<file path="src/hw/icache_cfg.svh">
`ifndef ICACHE_CFG_SVH
`define ICACHE_CFG_SVH

// line index, address bits 3..0.
`define ICACHE_INDEX_BITS 4

// tag, address bits 15..4.
`define ICACHE_TAG_BITS 12

// one word per line.
`define ICACHE_LINES 16

// data and address words.
`define ICACHE_WORD_BITS 32

`endif
</file>
<file path="src/hw/icache_pkg.sv">
`include "icache_cfg.svh"

package icache_pkg;

    typedef logic [`ICACHE_WORD_BITS-1:0] icache_word_t;

    // bits above the tag are not compared.
    typedef struct packed {
        logic [`ICACHE_WORD_BITS-`ICACHE_TAG_BITS-`ICACHE_INDEX_BITS-1:0] upper;
        logic [`ICACHE_TAG_BITS-1:0]                                       tag;
        logic [`ICACHE_INDEX_BITS-1:0]                                     index;
    } icache_addr_fields_s;

    // raw word for memory, fields for the stores.
    typedef union packed {
        icache_word_t        word;
        icache_addr_fields_s fields;
    } icache_addr_u;

    typedef enum logic [1:0] {
        IDLE     = 2'd0,
        COMPARE  = 2'd1,
        ALLOCATE = 2'd2
    } icache_state_e;

endpackage

</file>
<file path="src/hw/icache_top.sv">
`timescale 1ns/1ns
`include "icache_cfg.svh"

module icache_top (
    input  logic                     clk,
    input  logic                     rst,
    input  icache_pkg::icache_word_t cpu_req_addr,
    input  logic                     cpu_req_valid,
    input  logic                     invalidate,
    output icache_pkg::icache_word_t cpu_req_data,
    output logic                     cpu_req_ready,
    input  icache_pkg::icache_word_t mem_req_data,
    input  logic                     mem_req_ready,
    output icache_pkg::icache_word_t mem_req_addr,
    output logic                     mem_req_valid
);

    logic                          accept;
    logic                          start_fill;
    logic                          fill_wr;
    logic                          rd_en;
    logic                          invalidate_all;
    logic                          hit;
    logic                          fill_done;
    icache_pkg::icache_word_t      fill_data;
    logic [`ICACHE_TAG_BITS-1:0]   req_tag;
    logic [`ICACHE_INDEX_BITS-1:0] req_index;

    icache_ctrl i_ctrl (
        .clk            (clk),
        .rst            (rst),
        .cpu_req_valid  (cpu_req_valid),
        .invalidate     (invalidate),
        .hit            (hit),
        .fill_done      (fill_done),
        .accept         (accept),
        .start_fill     (start_fill),
        .fill_wr        (fill_wr),
        .rd_en          (rd_en),
        .invalidate_all (invalidate_all),
        .cpu_req_ready  (cpu_req_ready)
    );

    icache_tag_store i_tag_store (
        .clk            (clk),
        .rst            (rst),
        .invalidate_all (invalidate_all),
        .fill_wr        (fill_wr),
        .req_index      (req_index),
        .req_tag        (req_tag),
        .hit            (hit)
    );

    icache_data_store i_data_store (
        .clk          (clk),
        .rst          (rst),
        .fill_wr      (fill_wr),
        .rd_en        (rd_en),
        .req_index    (req_index),
        .fill_data    (fill_data),
        .cpu_req_data (cpu_req_data)
    );

    // memory side.
    icache_miss_port i_miss_port (
        .clk           (clk),
        .rst           (rst),
        .accept        (accept),
        .start_fill    (start_fill),
        .cpu_req_addr  (cpu_req_addr),
        .mem_req_data  (mem_req_data),
        .mem_req_ready (mem_req_ready),
        .req_tag       (req_tag),
        .req_index     (req_index),
        .mem_req_addr  (mem_req_addr),
        .mem_req_valid (mem_req_valid),
        .fill_done     (fill_done),
        .fill_data     (fill_data)
    );

endmodule

</file>
<file path="src/hw/icache_miss_port.sv">
`timescale 1ns/1ns
`include "icache_cfg.svh"

module icache_miss_port (
    input  logic                          clk,
    input  logic                          rst,
    input  logic                          accept,
    input  logic                          start_fill,
    input  icache_pkg::icache_word_t      cpu_req_addr,
    input  icache_pkg::icache_word_t      mem_req_data,
    input  logic                          mem_req_ready,
    output logic [`ICACHE_TAG_BITS-1:0]   req_tag,
    output logic [`ICACHE_INDEX_BITS-1:0] req_index,
    output icache_pkg::icache_word_t      mem_req_addr,
    output logic                          mem_req_valid,
    output logic                          fill_done,
    output icache_pkg::icache_word_t      fill_data
);

    icache_pkg::icache_addr_u req_addr_q;
    logic                     pending_q;
    logic                     mem_take;

    always_ff @(posedge clk)
    begin
        if (accept)
        begin
            req_addr_q.word <= cpu_req_addr;
        end
    end

    assign req_tag      = req_addr_q.fields.tag;
    assign req_index    = req_addr_q.fields.index;
    assign mem_req_addr = req_addr_q.word; // full address, upper bits too.

    assign mem_take = pending_q && mem_req_ready;

    // outstanding read, held until memory takes it.
    always_ff @(posedge clk)
    begin
        if (rst)
        begin
            pending_q <= 1'b0;
            fill_done <= 1'b0;
        end
        else
        begin
            if (start_fill)
            begin
                pending_q <= 1'b1;
            end
            else if (mem_take)
            begin
                pending_q <= 1'b0;
            end
            fill_done <= mem_take;
        end
    end

    assign mem_req_valid = pending_q;

    always_ff @(posedge clk)
    begin
        if (mem_take)
        begin
            fill_data <= mem_req_data; // sampled with ready.
        end
    end

endmodule

</file>
<file path="src/hw/icache_data_store.sv">
`timescale 1ns/1ns
`include "icache_cfg.svh"

module icache_data_store (
    input  logic                          clk,
    input  logic                          rst,
    input  logic                          fill_wr,
    input  logic                          rd_en,
    input  logic [`ICACHE_INDEX_BITS-1:0] req_index,
    input  icache_pkg::icache_word_t      fill_data,
    output icache_pkg::icache_word_t      cpu_req_data
);

    icache_pkg::icache_word_t words [0:`ICACHE_LINES-1];

    always_ff @(posedge clk)
    begin
        if (fill_wr)
        begin
            words[req_index] <= fill_data;
        end
    end

    // holds the last hit between responses.
    always_ff @(posedge clk)
    begin
        if (rst)
        begin
            cpu_req_data <= '0;
        end
        else if (rd_en)
        begin
            cpu_req_data <= words[req_index];
        end
    end

endmodule

</file>
<file path="src/hw/icache_tag_store.sv">
`timescale 1ns/1ns
`include "icache_cfg.svh"

module icache_tag_store (
    input  logic                          clk,
    input  logic                          rst,
    input  logic                          invalidate_all,
    input  logic                          fill_wr,
    input  logic [`ICACHE_INDEX_BITS-1:0] req_index,
    input  logic [`ICACHE_TAG_BITS-1:0]   req_tag,
    output logic                          hit
);

    logic [`ICACHE_LINES-1:0]    valid_q;
    logic [`ICACHE_TAG_BITS-1:0] tags [0:`ICACHE_LINES-1];

    // valid bits.
    always_ff @(posedge clk)
    begin
        if (rst || invalidate_all)
        begin
            valid_q <= '0;
        end
        else if (fill_wr)
        begin
            valid_q[req_index] <= 1'b1;
        end
    end

    always_ff @(posedge clk)
    begin
        if (fill_wr)
        begin
            tags[req_index] <= req_tag;
        end
    end

    // compare against the latched request.
    assign hit = valid_q[req_index] && (tags[req_index] == req_tag);

endmodule

</file>
<file path="src/hw/icache_ctrl.sv">
`timescale 1ns/1ns

module icache_ctrl (
    input  logic clk,
    input  logic rst,
    input  logic cpu_req_valid,
    input  logic invalidate,
    input  logic hit,
    input  logic fill_done,
    output logic accept,
    output logic start_fill,
    output logic fill_wr,
    output logic rd_en,
    output logic invalidate_all,
    output logic cpu_req_ready
);

    icache_pkg::icache_state_e state_q;
    icache_pkg::icache_state_e state_d;

    always_ff @(posedge clk)
    begin
        if (rst)
        begin
            state_q <= icache_pkg::IDLE;
        end
        else
        begin
            state_q <= state_d;
        end
    end

    always_comb
    begin
        state_d        = state_q;
        accept         = 1'b0;
        start_fill     = 1'b0;
        fill_wr        = 1'b0;
        rd_en          = 1'b0;
        invalidate_all = 1'b0;
        case (state_q)
            icache_pkg::IDLE:
            begin
                if (invalidate)
                begin
                    invalidate_all = 1'b1; // fence, no response.
                end
                else if (cpu_req_valid)
                begin
                    accept  = 1'b1;
                    state_d = icache_pkg::COMPARE;
                end
            end
            icache_pkg::COMPARE:
            begin
                if (hit)
                begin
                    rd_en   = 1'b1;
                    state_d = icache_pkg::IDLE;
                end
                else
                begin
                    start_fill = 1'b1;
                    state_d    = icache_pkg::ALLOCATE;
                end
            end
            icache_pkg::ALLOCATE:
            begin
                // wait out the memory latency.
                if (fill_done)
                begin
                    fill_wr = 1'b1;
                    state_d = icache_pkg::COMPARE; // retry, now hits.
                end
            end
            default:
            begin
                state_d = icache_pkg::IDLE;
            end
        endcase
    end

    // strobe lines up with the registered read data.
    always_ff @(posedge clk)
    begin
        if (rst)
        begin
            cpu_req_ready <= 1'b0;
        end
        else
        begin
            cpu_req_ready <= rd_en;
        end
    end

endmodule

</file>
<file path="config.mk">
export PLATFORM = sky130hd
export DESIGN_NAME = icache_top
export DESIGN_NICKNAME = d
export VERILOG_FILES = /design/src/hw/icache_pkg.sv /design/src/hw/icache_top.sv /design/src/hw/icache_miss_port.sv /design/src/hw/icache_data_store.sv /design/src/hw/icache_tag_store.sv /design/src/hw/icache_ctrl.sv
export VERILOG_INCLUDE_DIRS = /design/src /design/src/hw
export SDC_FILE = /design/constraint.sdc
export NUM_CORES = 1
export LEC_CHECK = 0
export BUFFER_PORTS_ARGS = -buffer_cell sky130_fd_sc_hd__buf_2
export CORE_ASPECT_RATIO = 0.7
export CORE_MARGIN = 2
export CORE_UTILIZATION = 45
export CTS_BUF_LIST = sky130_fd_sc_hd__clkbuf_4
export DETAILED_ROUTE_END_ITERATION = 10
export SYNTH_ARGS = -nofsm -noshare
export SYNTH_HDL_FRONTEND = slang
export SYNTH_SLANG_ARGS = --single-unit
</file>
<file path="constraint.sdc">
create_clock -name clk -period 5.18 [get_ports clk]
set_input_delay 0 -clock clk [delete_from_list [all_inputs] [get_ports clk]]
set_output_delay 0 -clock clk [all_outputs]
set_load 0.02 [all_outputs]
</file>
==> results.yml, run 1 <==
status:
  status: "finished clean"
cts:
  clkTransAtPathRegs_ns: 0.07
  clock_sinks: 825
  cts_max_level: 4
  tritoncts: "built"
  clk-insertion-delay-late_ns: 1.05
  numCtsBuffers: 194
  cts_root_buf: "clkbuf_4"
  ctsResizeCount: 0
  clockBufferDepth: 3
floorplan:
  die_width_um: 320
  die_area_mm2: 0.0720
  core_mm2: 0.0694
  io-pin-count: 135
  die_height_um: 225
  rows: 81
  initial_core_util_pct: 45.3
timing:
  hold_viol_final: 0
  min_period_over_period_pct: 74.1
  clock.fmax_mhz: 261
  tightest_slew_ns: 1.23
  finalSetupViolations: 0
  min_period_ns: 3.84
  rsz0062_at_grt: "false"
  fin_tns_setup_ns: 0
  slew_headroom_pct: 18.2
  slew_viol_final: 0
  fin_ws_ns: 1.34
  finClkSkew_ns: 0.0551
hold_path:
  hold_path_class: "in2reg"
cells_and_area:
  drive_gt1_share_pct: 34.9
  fillerInstances: 5489
  fin_nets: 1938
  layout_common_cells: "edfxtp_1, clkbuf_4, mux4_2"
  layout_commonest_cell: "edfxtp_1"
  syn2layout_area_growth_pct: 18.8
critical_path:
  crit_path_end_kind: "flop"
  ff2ff_setup_slack_ns: 1.34
  critPathKind: "reg2reg"
  cp_top_family: "simple AND/OR/NAND/NOR gates"
  arrival_ns: 4.77
  cpPeakStageDelay_ns: 1.06
  start_kind: "flop"
  worstPathCellList: "nor2b_1 > a22oi_1 > and4_1 > nor4_1 > nor2_1 > nand2_1 > a2111o_2 > buf_4 > mux2i_1"
  critPathBufInv: 1
  slowest_stage: "dfxtp_2"
  critPathMaxFanout: 41
  cp_data_required_time_ns: 6.12
grt:
  antenna_found_initial: 2
  grt_pass1_vias: 16727
  track_usage_pct: 20.7
  grt_pass1_wl_um: 107000
  grt-ovfl-total: 0
  grt_max_degree: 84
drt:
  viasPerCell: 5.47
  drt_pass1_iterations: 5
  initialDrtViolationCount: 1378
  wire_per_inst_um: 24.6
  drc: 0
  drt_wl_total_um: 72400
  num_vias: 16128
  postRouteAntennaNets: 0
synthesis:
  synthFlopType: "edfxtp_1"
  ys_async_sr_fraction_pct: 0
  synth_top_cell_by_area: "edfxtp_1"
  netlist_instances: 1429
  synth_edf_count: 768
  synth_seq_cells: 825
  synth_nets: 1498
  syn_area_mm2: 0.0314
  yosysWarnings: 0
  synth.top_cells.by_area: "edfxtp_1, mux4_2, dfxtp_1"
  yosysTopAreaCellShare_pct: 73.4
  yosysSeqAreaShare_pct: 77.0
  syn_avg_cell_area_um2: 22.0
  synth_cell_types: 50
flow_run:
  drv_cap: 0
pwr:
  ir_drop_v: 0.000200
  powerDensity_mw_per_mm2: 353
  leakagePower_uw: 0.0127
placed_design:
  dpl.hpwl_um: 37200
  gp_congestion: 0.859
  io_buffers: 134
  dpl_worst_slack_ns: 1.46
==> through the flow <==
step,util (%),instances,instance area (um2),hold WS (ns),power [uW]
2_1_floorplan,-,1429,31400,0.0989,7770
3_3_place_gp,48.1,2448,33400,0.176,7920
3_5_place_dp,48.1,2448,33400,0.178,7930
4_1_cts,53.8,2940,37300,0.0614,13300
5_1_grt,53.8,2946,37300,0.128,13700
6_report,53.8,2946,37300,0.197,13200
==> cell usage after synthesis (3+ instances only) <==
cell type / n
a221oi_1: 5
o21a_1: 16
buf_12: 4
edfxtp_1: 768
a21oi_1: 6
nor4_1: 4
and2_1: 5
a211oi_1: 3
a22oi_1: 11
mux2_2: 18
mux4_2: 178
nand2b_1: 79
clkbuf_1: 38
mux4_1: 9
nand3_1: 8
buf_2: 10
buf_6: 7
o21ai_0: 7
nor2b_1: 8
mux2i_1: 81
buf_1: 4
xor2_1: 4
nand2_1: 16
nor3_1: 6
dfxtp_1: 57
buf_4: 6
o22ai_1: 7
nor2_1: 24
inv_1: 3
nand4_1: 6
a22o_1: 4
==> cell type report <==
cell class	count	area, um2	share of cell area, %
diodes	6	15.0	0.0402
clock buffers	298	2240	5.99
clock inverters	56	308	0.824
inverters	3	11.3	0.0302
multi-input cells	532	6920	18.5
flip-flops and latches	825	24200	64.8
well taps	913	1140	3.06
repair buffers	313	2500	6.69
==> worst min-delay path: cells and delay by family <==
kind | cells | cell delay, ns
buffers and inverters | 3 | 1.14
==> layer usage <==
metal / vias to the layer above / routed length, um / GRT usage [%]
met1: 8549 / 32300 / 29.0
li1: 6976 / - / -
met4: 0 / 1210 / 8.29
met5: - / 0 / 0
met3: 89 / 4080 / 3.94
met2: 514 / 34800 / 32.5
==> path summary, 6_finish.rpt <==
path / startpoint / to / cells past startpoint
worst max-delay path: flop / i_data_store.cpu_req_data[6] / 9
worst min register to register: i_tag_store.valid_q[14] / i_tag_store.valid_q[14] / 1
worst max register to register: flop / i_data_store.cpu_req_data[6] / 9
worst min-delay path: mem_req_data[5] / i_miss_port.fill_data[5] / 3
==> cell families (layout without fill, tap and decap cells) <==
kind of cell	Yosys count	after routing	synth area share, %
other cells	0	6	0
xor+xnor	6	6	0.167
flops	825	825	77.0
mux	287	287	16.8
buf+inv	72	670	1.35
simple gates	173	173	3.17
compound gates	66	66	1.51
==> where the power goes <==
| group | internal, uW | leakage, uW | total [uW] | switching, uW |
|---|---|---|---|---|
| sequential | 7240 | 0.00737 | 7300 | 67.1 |
| clock | 2770 | 0.00153 | 5310 | 2540 |
| combinational | 302 | 0.00380 | 558 | 256 |
==> flip-flops by register name, indices dropped and copies added, names as in the netlist, named ones only <==
signal / cells
i_miss_port.fill_data: 32
i_miss_port.fill_done: 1
i_ctrl.cpu_req_ready: 1
i_data_store.words: 512
i_data_store.cpu_req_data: 32
i_ctrl.state_q: 2
i_miss_port.mem_req_valid: 1
i_miss_port.mem_req_addr: 32
i_tag_store.valid_q: 16
i_tag_store.tags: 192
==> what timing repair did <==
item	in CTS	in global routing
buffers inserted	0	0
hold buffers	138	0
hold endpoints to repair	185	0
endpoints found under the setup margin	0	0
(Power assumes the default switching activity.)
==> run 2: changes to the inputs <==
--- a/config.mk
+++ b/config.mk
@@ -6,6 +6,7 @@
 export SDC_FILE = /design/constraint.sdc
 export NUM_CORES = 1
 export LEC_CHECK = 0
+export ABC_AREA = 1
 export BUFFER_PORTS_ARGS = -buffer_cell sky130_fd_sc_hd__buf_2
 export CORE_ASPECT_RATIO = 0.7
 export CORE_MARGIN = 2
==> constraint.sdc (replaced) <==
create_clock -name clk -period 3.6 [get_ports clk]
set_input_delay 0 -clock clk [delete_from_list [all_inputs] [get_ports clk]]
set_output_delay 0 -clock clk [all_outputs]
set_load 0.02 [all_outputs]
==> run 2 against run 1 <==
Final cell count is 25% higher. Power is 49% higher. Critical path depth is 7 higher. Highest routed layer unchanged. Sequential power is 45% higher.
==> results.yml, run 2 <==
cells_and_area:
  largest_reg_flops: 512
  reg_top3: "i_data_store.words (512), i_tag_store.tags (192)"
  multiInputGateArea_mm2: 0.00603
  fillerInstances: 5709
  drive_gt1_share_pct: 19.5
  layout_common_cells: "edfxtp_1, nand2_1, clkbuf_4"
  fin_nets: 2663
  regMostFlops: "i_data_store.words"
  syn2layout_area_growth_pct: 19.4
  layout_commonest_cell: "edfxtp_1"
  register_area_mm2: 0.0242
pwr:
  internal-power_uw: 15000
  p_seq_share_pct: 53.9
  ir_drop_v: 0.000319
  p_comb_share_pct: 6.6
  powerDensity_mw_per_mm2: 529
  leakagePower_uw: 0.0136
  p_switching_uw: 4670
  switching_share_pct: 23.7
  clkPwrFrac_pct: 39.6
floorplan:
  die_height_um: 224
  die_width_um: 318
  die_area_mm2: 0.0714
  rows: 80
  initial_core_util_pct: 45.6
  core_mm2: 0.0684
  io-pin-count: 135
synthesis:
  synth_edf_count: 768
  synth_nets: 2254
  synth_commonest_cells: "edfxtp_1, nand2_1, a22oi_1"
  syn_avg_cell_area_um2: 14.3
  ys_async_sr_fraction_pct: 0
  synth_seq_cells: 825
  netlist_instances: 2185
  synthFlopType: "edfxtp_1"
  synth-compound-area-share_pct: 10.1
  synthMostInstantiatedCell: "edfxtp_1"
  synth_top_cell_by_area: "edfxtp_1"
  synthAdderAreaFrac_pct: 0
  synth_simple_gate_area_share_pct: 8.64
  yosysTopAreaCellShare_pct: 74.0
  synth_top_family_by_area: "compound AO/OA/AOI/OAI gates"
  synth.top_cells.by_area: "edfxtp_1, a22oi_1, nand2_1"
  yosysSeqAreaShare_pct: 77.7
  synth_xor_area_share_pct: 0
  synthMuxAreaShare_pct: 0.0361
  synth_cell_types: 25
  yosysWarnings: 0
  syn_area_mm2: 0.0312
critical_path:
  r2r-end: "i_data_store.cpu_req_data[21]"
  arrival_ns: 4.03
  critPathKind: "reg2reg"
  crit_path_end_kind: "flop"
  ff2ff_setup_slack_ns: 0.51
  start_kind: "flop"
  cp_data_required_time_ns: 4.54
  r2r_cells: 16
  critPathMaxFanout: 65
timing:
  slew_viol_final: 0
  clock.fmax_mhz: 324
  finClkSkew_ns: 0.0820
  hold_viol_final: 0
  fin_ws_ns: 0.512
  finalSetupViolations: 0
  min_period_over_period_pct: 85.8
  tightest_slew_ns: 0.952
  slew_headroom_pct: 36.5
  fin_tns_setup_ns: 0
  min_period_ns: 3.09
  rsz0062_at_grt: "false"
drt:
  drc: 0
  postRouteAntennaNets: 0
  initialDrtViolationCount: 1913
  drt_pass1_iterations: 6
  drt_wl_total_um: 80100
  wire_per_inst_um: 21.8
  num_vias: 19674
  viasPerCell: 5.36
cts:
  clkTransAtPathRegs_ns: 0.08
  clk-insertion-delay-late_ns: 1.07
  hold_buffers: 137
  postCtsSetupBuffers: 0
  ctsResizeCount: 0
  cts_root_buf: "clkbuf_4"
  cts_max_level: 4
  numCtsBuffers: 194
  clockBufferDepth: 3
  clock_sinks: 825
  tritoncts: "built"
grt:
  grt-ovfl-total: 0
  grt_pass1_wl_um: 120000
  grt_max_degree: 105
  antenna_found_initial: 2
  grt_pass1_vias: 19555
  track_usage_pct: 22.5
placed_design:
  dpl.hpwl_um: 40200
  gp_congestion: 0.794
  dpl_worst_slack_ns: 0.601
  io_buffers: 134
hold_path:
  min_from: "rst"
  hold-path-endpoint: "i_data_store.cpu_req_data[27]"
  worstHoldPathCells: 5
  hold_path_class: "in2reg"
status:
  status: "finished clean"
flow_run:
  drv_cap: 0
-- run 2: changes by cell type after synthesis, sizes merged, moves of 36 or more --
cell | before | now
mux2i | 81 | 0
nand3 | 8 | 115
nand2b | 79 | 0
mux4 | 187 | 0
inv | 3 | 144
a21boi | 0 | 64
nand2 | 16 | 385
a22oi | 11 | 256
nor2 | 24 | 165
clkbuf | 38 | 74
-- run 2: kinds of logic after synthesis --
| group | count (synthesis) |
|---|---|
| flip-flops | 825 |
| AND/OR/NAND/NOR | 673 |
| AO/OA/AOI/OAI | 425 |
| buffers and inverters | 261 |
| multiplexers | 1 |
-- run 2: layer usage --
metal	global-route usage, %	up-vias	part of all wire [%]
met4	7.43	0	1.7
li1	-	9041	-
met3	5.08	122	7.5
met5	0	-	0
met1	31.4	9745	44
met2	35.1	766	46
-- run 2: worst max path at each step --
stage                                           start  slack [ns]                             to  cells past startpoint
after global routing      i_miss_port.mem_req_addr[0]        0.27  i_data_store.cpu_req_data[19]                     17
after detailed placement                         flop        0.60  i_data_store.cpu_req_data[21]                     16
after floorplan           i_miss_port.mem_req_addr[1]       -0.32      i_data_store.words[10][0]                      6
after CTS                                        flop        0.57  i_data_store.cpu_req_data[21]                     16
final                                            flop        0.51  i_data_store.cpu_req_data[21]                     16
after global placement                           flop        0.67  i_data_store.cpu_req_data[17]                     16
-- run 2: per-stage QoR --
| step | instance area [um2] | instances | power, uW | hold WS (ns) | util [%] |
|---|---|---|---|---|---|
| 2_1_floorplan | 31200 | 2185 | 11500 | 0.0691 | - |
| 3_3_place_gp | 33200 | 3163 | 12000 | 0.176 | 48.5 |
| 3_5_place_dp | 33200 | 3163 | 12000 | 0.178 | 48.5 |
| 4_1_cts | 37200 | 3661 | 19900 | 0.00432 | 54.4 |
| 5_1_grt | 37200 | 3668 | 20500 | 0.100 | 54.4 |
| 6_report | 37200 | 3669 | 19700 | 0.123 | 54.4 |
-- run 2: power by group through the flow --
stage          Clock, uW  Sequential, uW  Combinational [uW]
2_1_floorplan          0           10800                 729
3_3_place_gp           0           10800                1160
3_5_place_dp           0           10800                1170
4_1_cts             7980           10600                1290
5_1_grt             8440           10600                1410
6_report            7780           10600                1290
-- run 2: worst max-delay path, stage by stage (launching register included) --
cell     delay [ns]
dfxtp_1        0.32
inv_2          0.37
buf_4          0.34
nand3_1        0.11
nand3_1        0.12
nand3_1        0.10
nand2_1        0.13
nand2_1        0.06
nand2_1        0.05
nor2_1         0.04
nand2_1        0.14
nor2_1         0.11
nand3_4        0.06
buf_4          0.61
nand2_1        0.13
nand2_1        0.12
nor2_1         0.04
-- run 2: cell type report --
type                    instances  share of cell area, %
diodes                          8                 0.0538
flip-flops and latches        825                   65.1
well taps                     902                   3.03
inverters                     144                   1.47
repair buffers                330                   7.12
clock inverters                67                   1.09
multi-input cells            1099                   16.2
clock buffers                 294                   5.94
==> run 3: changes to the inputs <==
--- a/config.mk
+++ b/config.mk
@@ -7,12 +7,12 @@
 export NUM_CORES = 1
 export LEC_CHECK = 0
 export ABC_AREA = 1
-export BUFFER_PORTS_ARGS = -buffer_cell sky130_fd_sc_hd__buf_2
 export CORE_ASPECT_RATIO = 0.7
 export CORE_MARGIN = 2
 export CORE_UTILIZATION = 45
 export CTS_BUF_LIST = sky130_fd_sc_hd__clkbuf_4
 export DETAILED_ROUTE_END_ITERATION = 10
+export DONT_BUFFER_PORTS = 1
 export SYNTH_ARGS = -nofsm -noshare
 export SYNTH_HDL_FRONTEND = slang
 export SYNTH_SLANG_ARGS = --single-unit
==> constraint.sdc (replaced) <==
create_clock -name clk -period 2.8 [get_ports clk]
set_input_delay 0 -clock clk [delete_from_list [all_inputs] [get_ports clk]]
set_output_delay 0 -clock clk [all_outputs]
set_load 0.02 [all_outputs]
==> run 3 against run 2 <==
Non-clock buffer count is 99 lower. Core utilization down 0.40 points. Final cell count is 3.4% lower. Fmax rose by 13%.
==> results.yml, run 3 (synthesis gave the netlist of run 2 again) <==
status:
  status: "finished clean"
grt:
  grt_max_degree: 130
  track_usage_pct: 22.3
  antenna_found_initial: 4
  grt_pass1_vias: 19062
  grt-ovfl-total: 0
  grt_pass1_wl_um: 118000
cells_and_area:
  layout_commonest_cell: "edfxtp_1"
  syn2layout_area_growth_pct: 18.5
  largest_reg_flops: 512
  design_area_mm2: 0.0369
  reg_top3: "i_data_store.words (512), i_tag_store.tags (192)"
  stdcell_count: 3543
  drive_gt1_share_pct: 16.3
  regMostFlops: "i_data_store.words"
  layout_common_cells: "edfxtp_1, nand2_1, clkbuf_4"
  fin_nets: 2562
critical_path:
  critPathBufInv: 3
  cp_top_family: "buffers and inverters"
  critPathKind: "reg2reg"
  start_kind: "flop"
  crit_path_end_kind: "flop"
  cp_common_cell: "nor2_4"
  cpPeakStageDelay_ns: 0.56
  cp_data_required_time_ns: 3.48
  worstPathCellList: "nor2_4 > buf_12 > inv_1 > nor2_4 > buf_4"
  critPathMaxFanout: 129
  slowest_stage: "buf_12"
  arrival_ns: 3.42
timing:
  finalSetupViolations: 0
  tightest_slew_ns: 1.16
  finClkSkew_ns: 0.0622
  slew_headroom_pct: 22.5
  min_period_over_period_pct: 98.0
  rsz0062_at_grt: "false"
  clock.fmax_mhz: 365
  hold_viol_final: 0
  min_period_ns: 2.74
  slew_viol_final: 0
  fin_ws_ns: 0.0568
cts:
  cts_root_buf: "clkbuf_4"
  clock_sinks: 825
  ctsResizeCount: 0
  tritoncts: "built"
  clockBufferDepth: 3
  clk-insertion-delay-late_ns: 1.03
  clkTransAtPathRegs_ns: 0.07
  numCtsBuffers: 192
  cts_max_level: 4
floorplan:
  core_mm2: 0.0684
  die_area_mm2: 0.0714
  io-pin-count: 135
  die_width_um: 318
  rows: 80
  die_height_um: 224
  initial_core_util_pct: 45.6
placed_design:
  dpl_worst_slack_ns: 0.122
  dpl.hpwl_um: 40900
  gp_congestion: 0.862
  io_buffers: 0
  placedInstanceArea_mm2: 0.0330
  place.detailed.instances: 3060
pwr:
  finalPower_uw: 24900
  powerDensity_mw_per_mm2: 675
  leakagePower_uw: 0.0132
  ir_drop_v: 0.000325
drt:
  drt_pass1_iterations: 5
  viasPerCell: 5.42
  wire_per_inst_um: 22.3
  postRouteAntennaNets: 0
  drc: 0
  num_vias: 19205
  initialDrtViolationCount: 2023
  drt_wl_total_um: 78900
hold_path:
  hold_path_class: "in2reg"
flow_run:
  drv_cap: 0
==> run 3: cell types whose count changed in the layout (fill, tap and decap cells not counted), moves of 4 or more <==
cell and delta:
buf_4 +10, dlygate4sd3_1 +4, clkinv_1 -19, buf_2 -134, buf_12 +21, inv_6 -4, clkbuf_4 +4
==> run 3: what timing repair did <==
action,4_1_cts,5_1_grt
buffers inserted,0,0
endpoints found under the setup margin,0,1
endpoints found under the hold margin,185,0
hold buffers,142,0
==> run 3: per-layer routing <==
layer  vias to the layer above  global-route usage (%)  part of all wire, %
met4                         0                    8.06                  2.2
met1                      9473                    30.5                   43
met3                       137                    6.35                  8.3
met5                         -                       0                    0
li1                       8816                       -                    -
met2                       779                    34.2                   46
==> run 3: cell type report <==
cell class / count / area [um2]
Inverter: 144 / 548
Antenna cell: 6 / 15.0
Multi-Input combinational cell: 1099 / 6030
Tap cell: 902 / 1130
Timing Repair Buffer: 231 / 2510
Clock inverter: 38 / 243
Clock buffer: 298 / 2240
Fill cell: 5674 / 31400
Sequential cell: 825 / 24200
==> run 3: stage by stage <==
step | hold slack, ns | util (%) | setup TNS (ns)
floorplan | 0.0691 | - | -107.33
global placement | 0.0712 | 48.3 | 0
detailed placement | 0.0734 | 48.3 | 0
CTS | 0.000345 | 54.0 | 0
global route | 0.0598 | 54.0 | 0
finish | 0.131 | 54.0 | 0
==> run 3: path summary, 6_finish.rpt <==
kind | from | end | slack, ns | depth (start not counted)
setup / recovery | i_miss_port.mem_req_addr[0] | i_tag_store.tags[8][1] | 0.06 | 5
hold / removal | mem_req_data[8] | i_miss_port.fill_data[8] | 0.13 | 2
setup reg to reg | i_miss_port.mem_req_addr[0] | i_tag_store.tags[8][1] | 0.06 | 5
hold reg to reg | i_tag_store.valid_q[14] | i_tag_store.valid_q[14] | 0.47 | 2
==> run 3: power by group <==
| part | switching (uW) | internal (uW) | total (uW) |
|---|---|---|---|
| Combinational | 1050 | 593 | 1640 |
| Clock | 4560 | 5080 | 9640 |
| Sequential | 144 | 13500 | 13600 |
==> run 3: worst register-to-register path: stages (launching register included) <==
cell	delay (ns)
edfxtp_1	0.52
nor2_4	0.24
buf_12	0.56
inv_1	0.44
nor2_4	0.37
buf_4	0.28
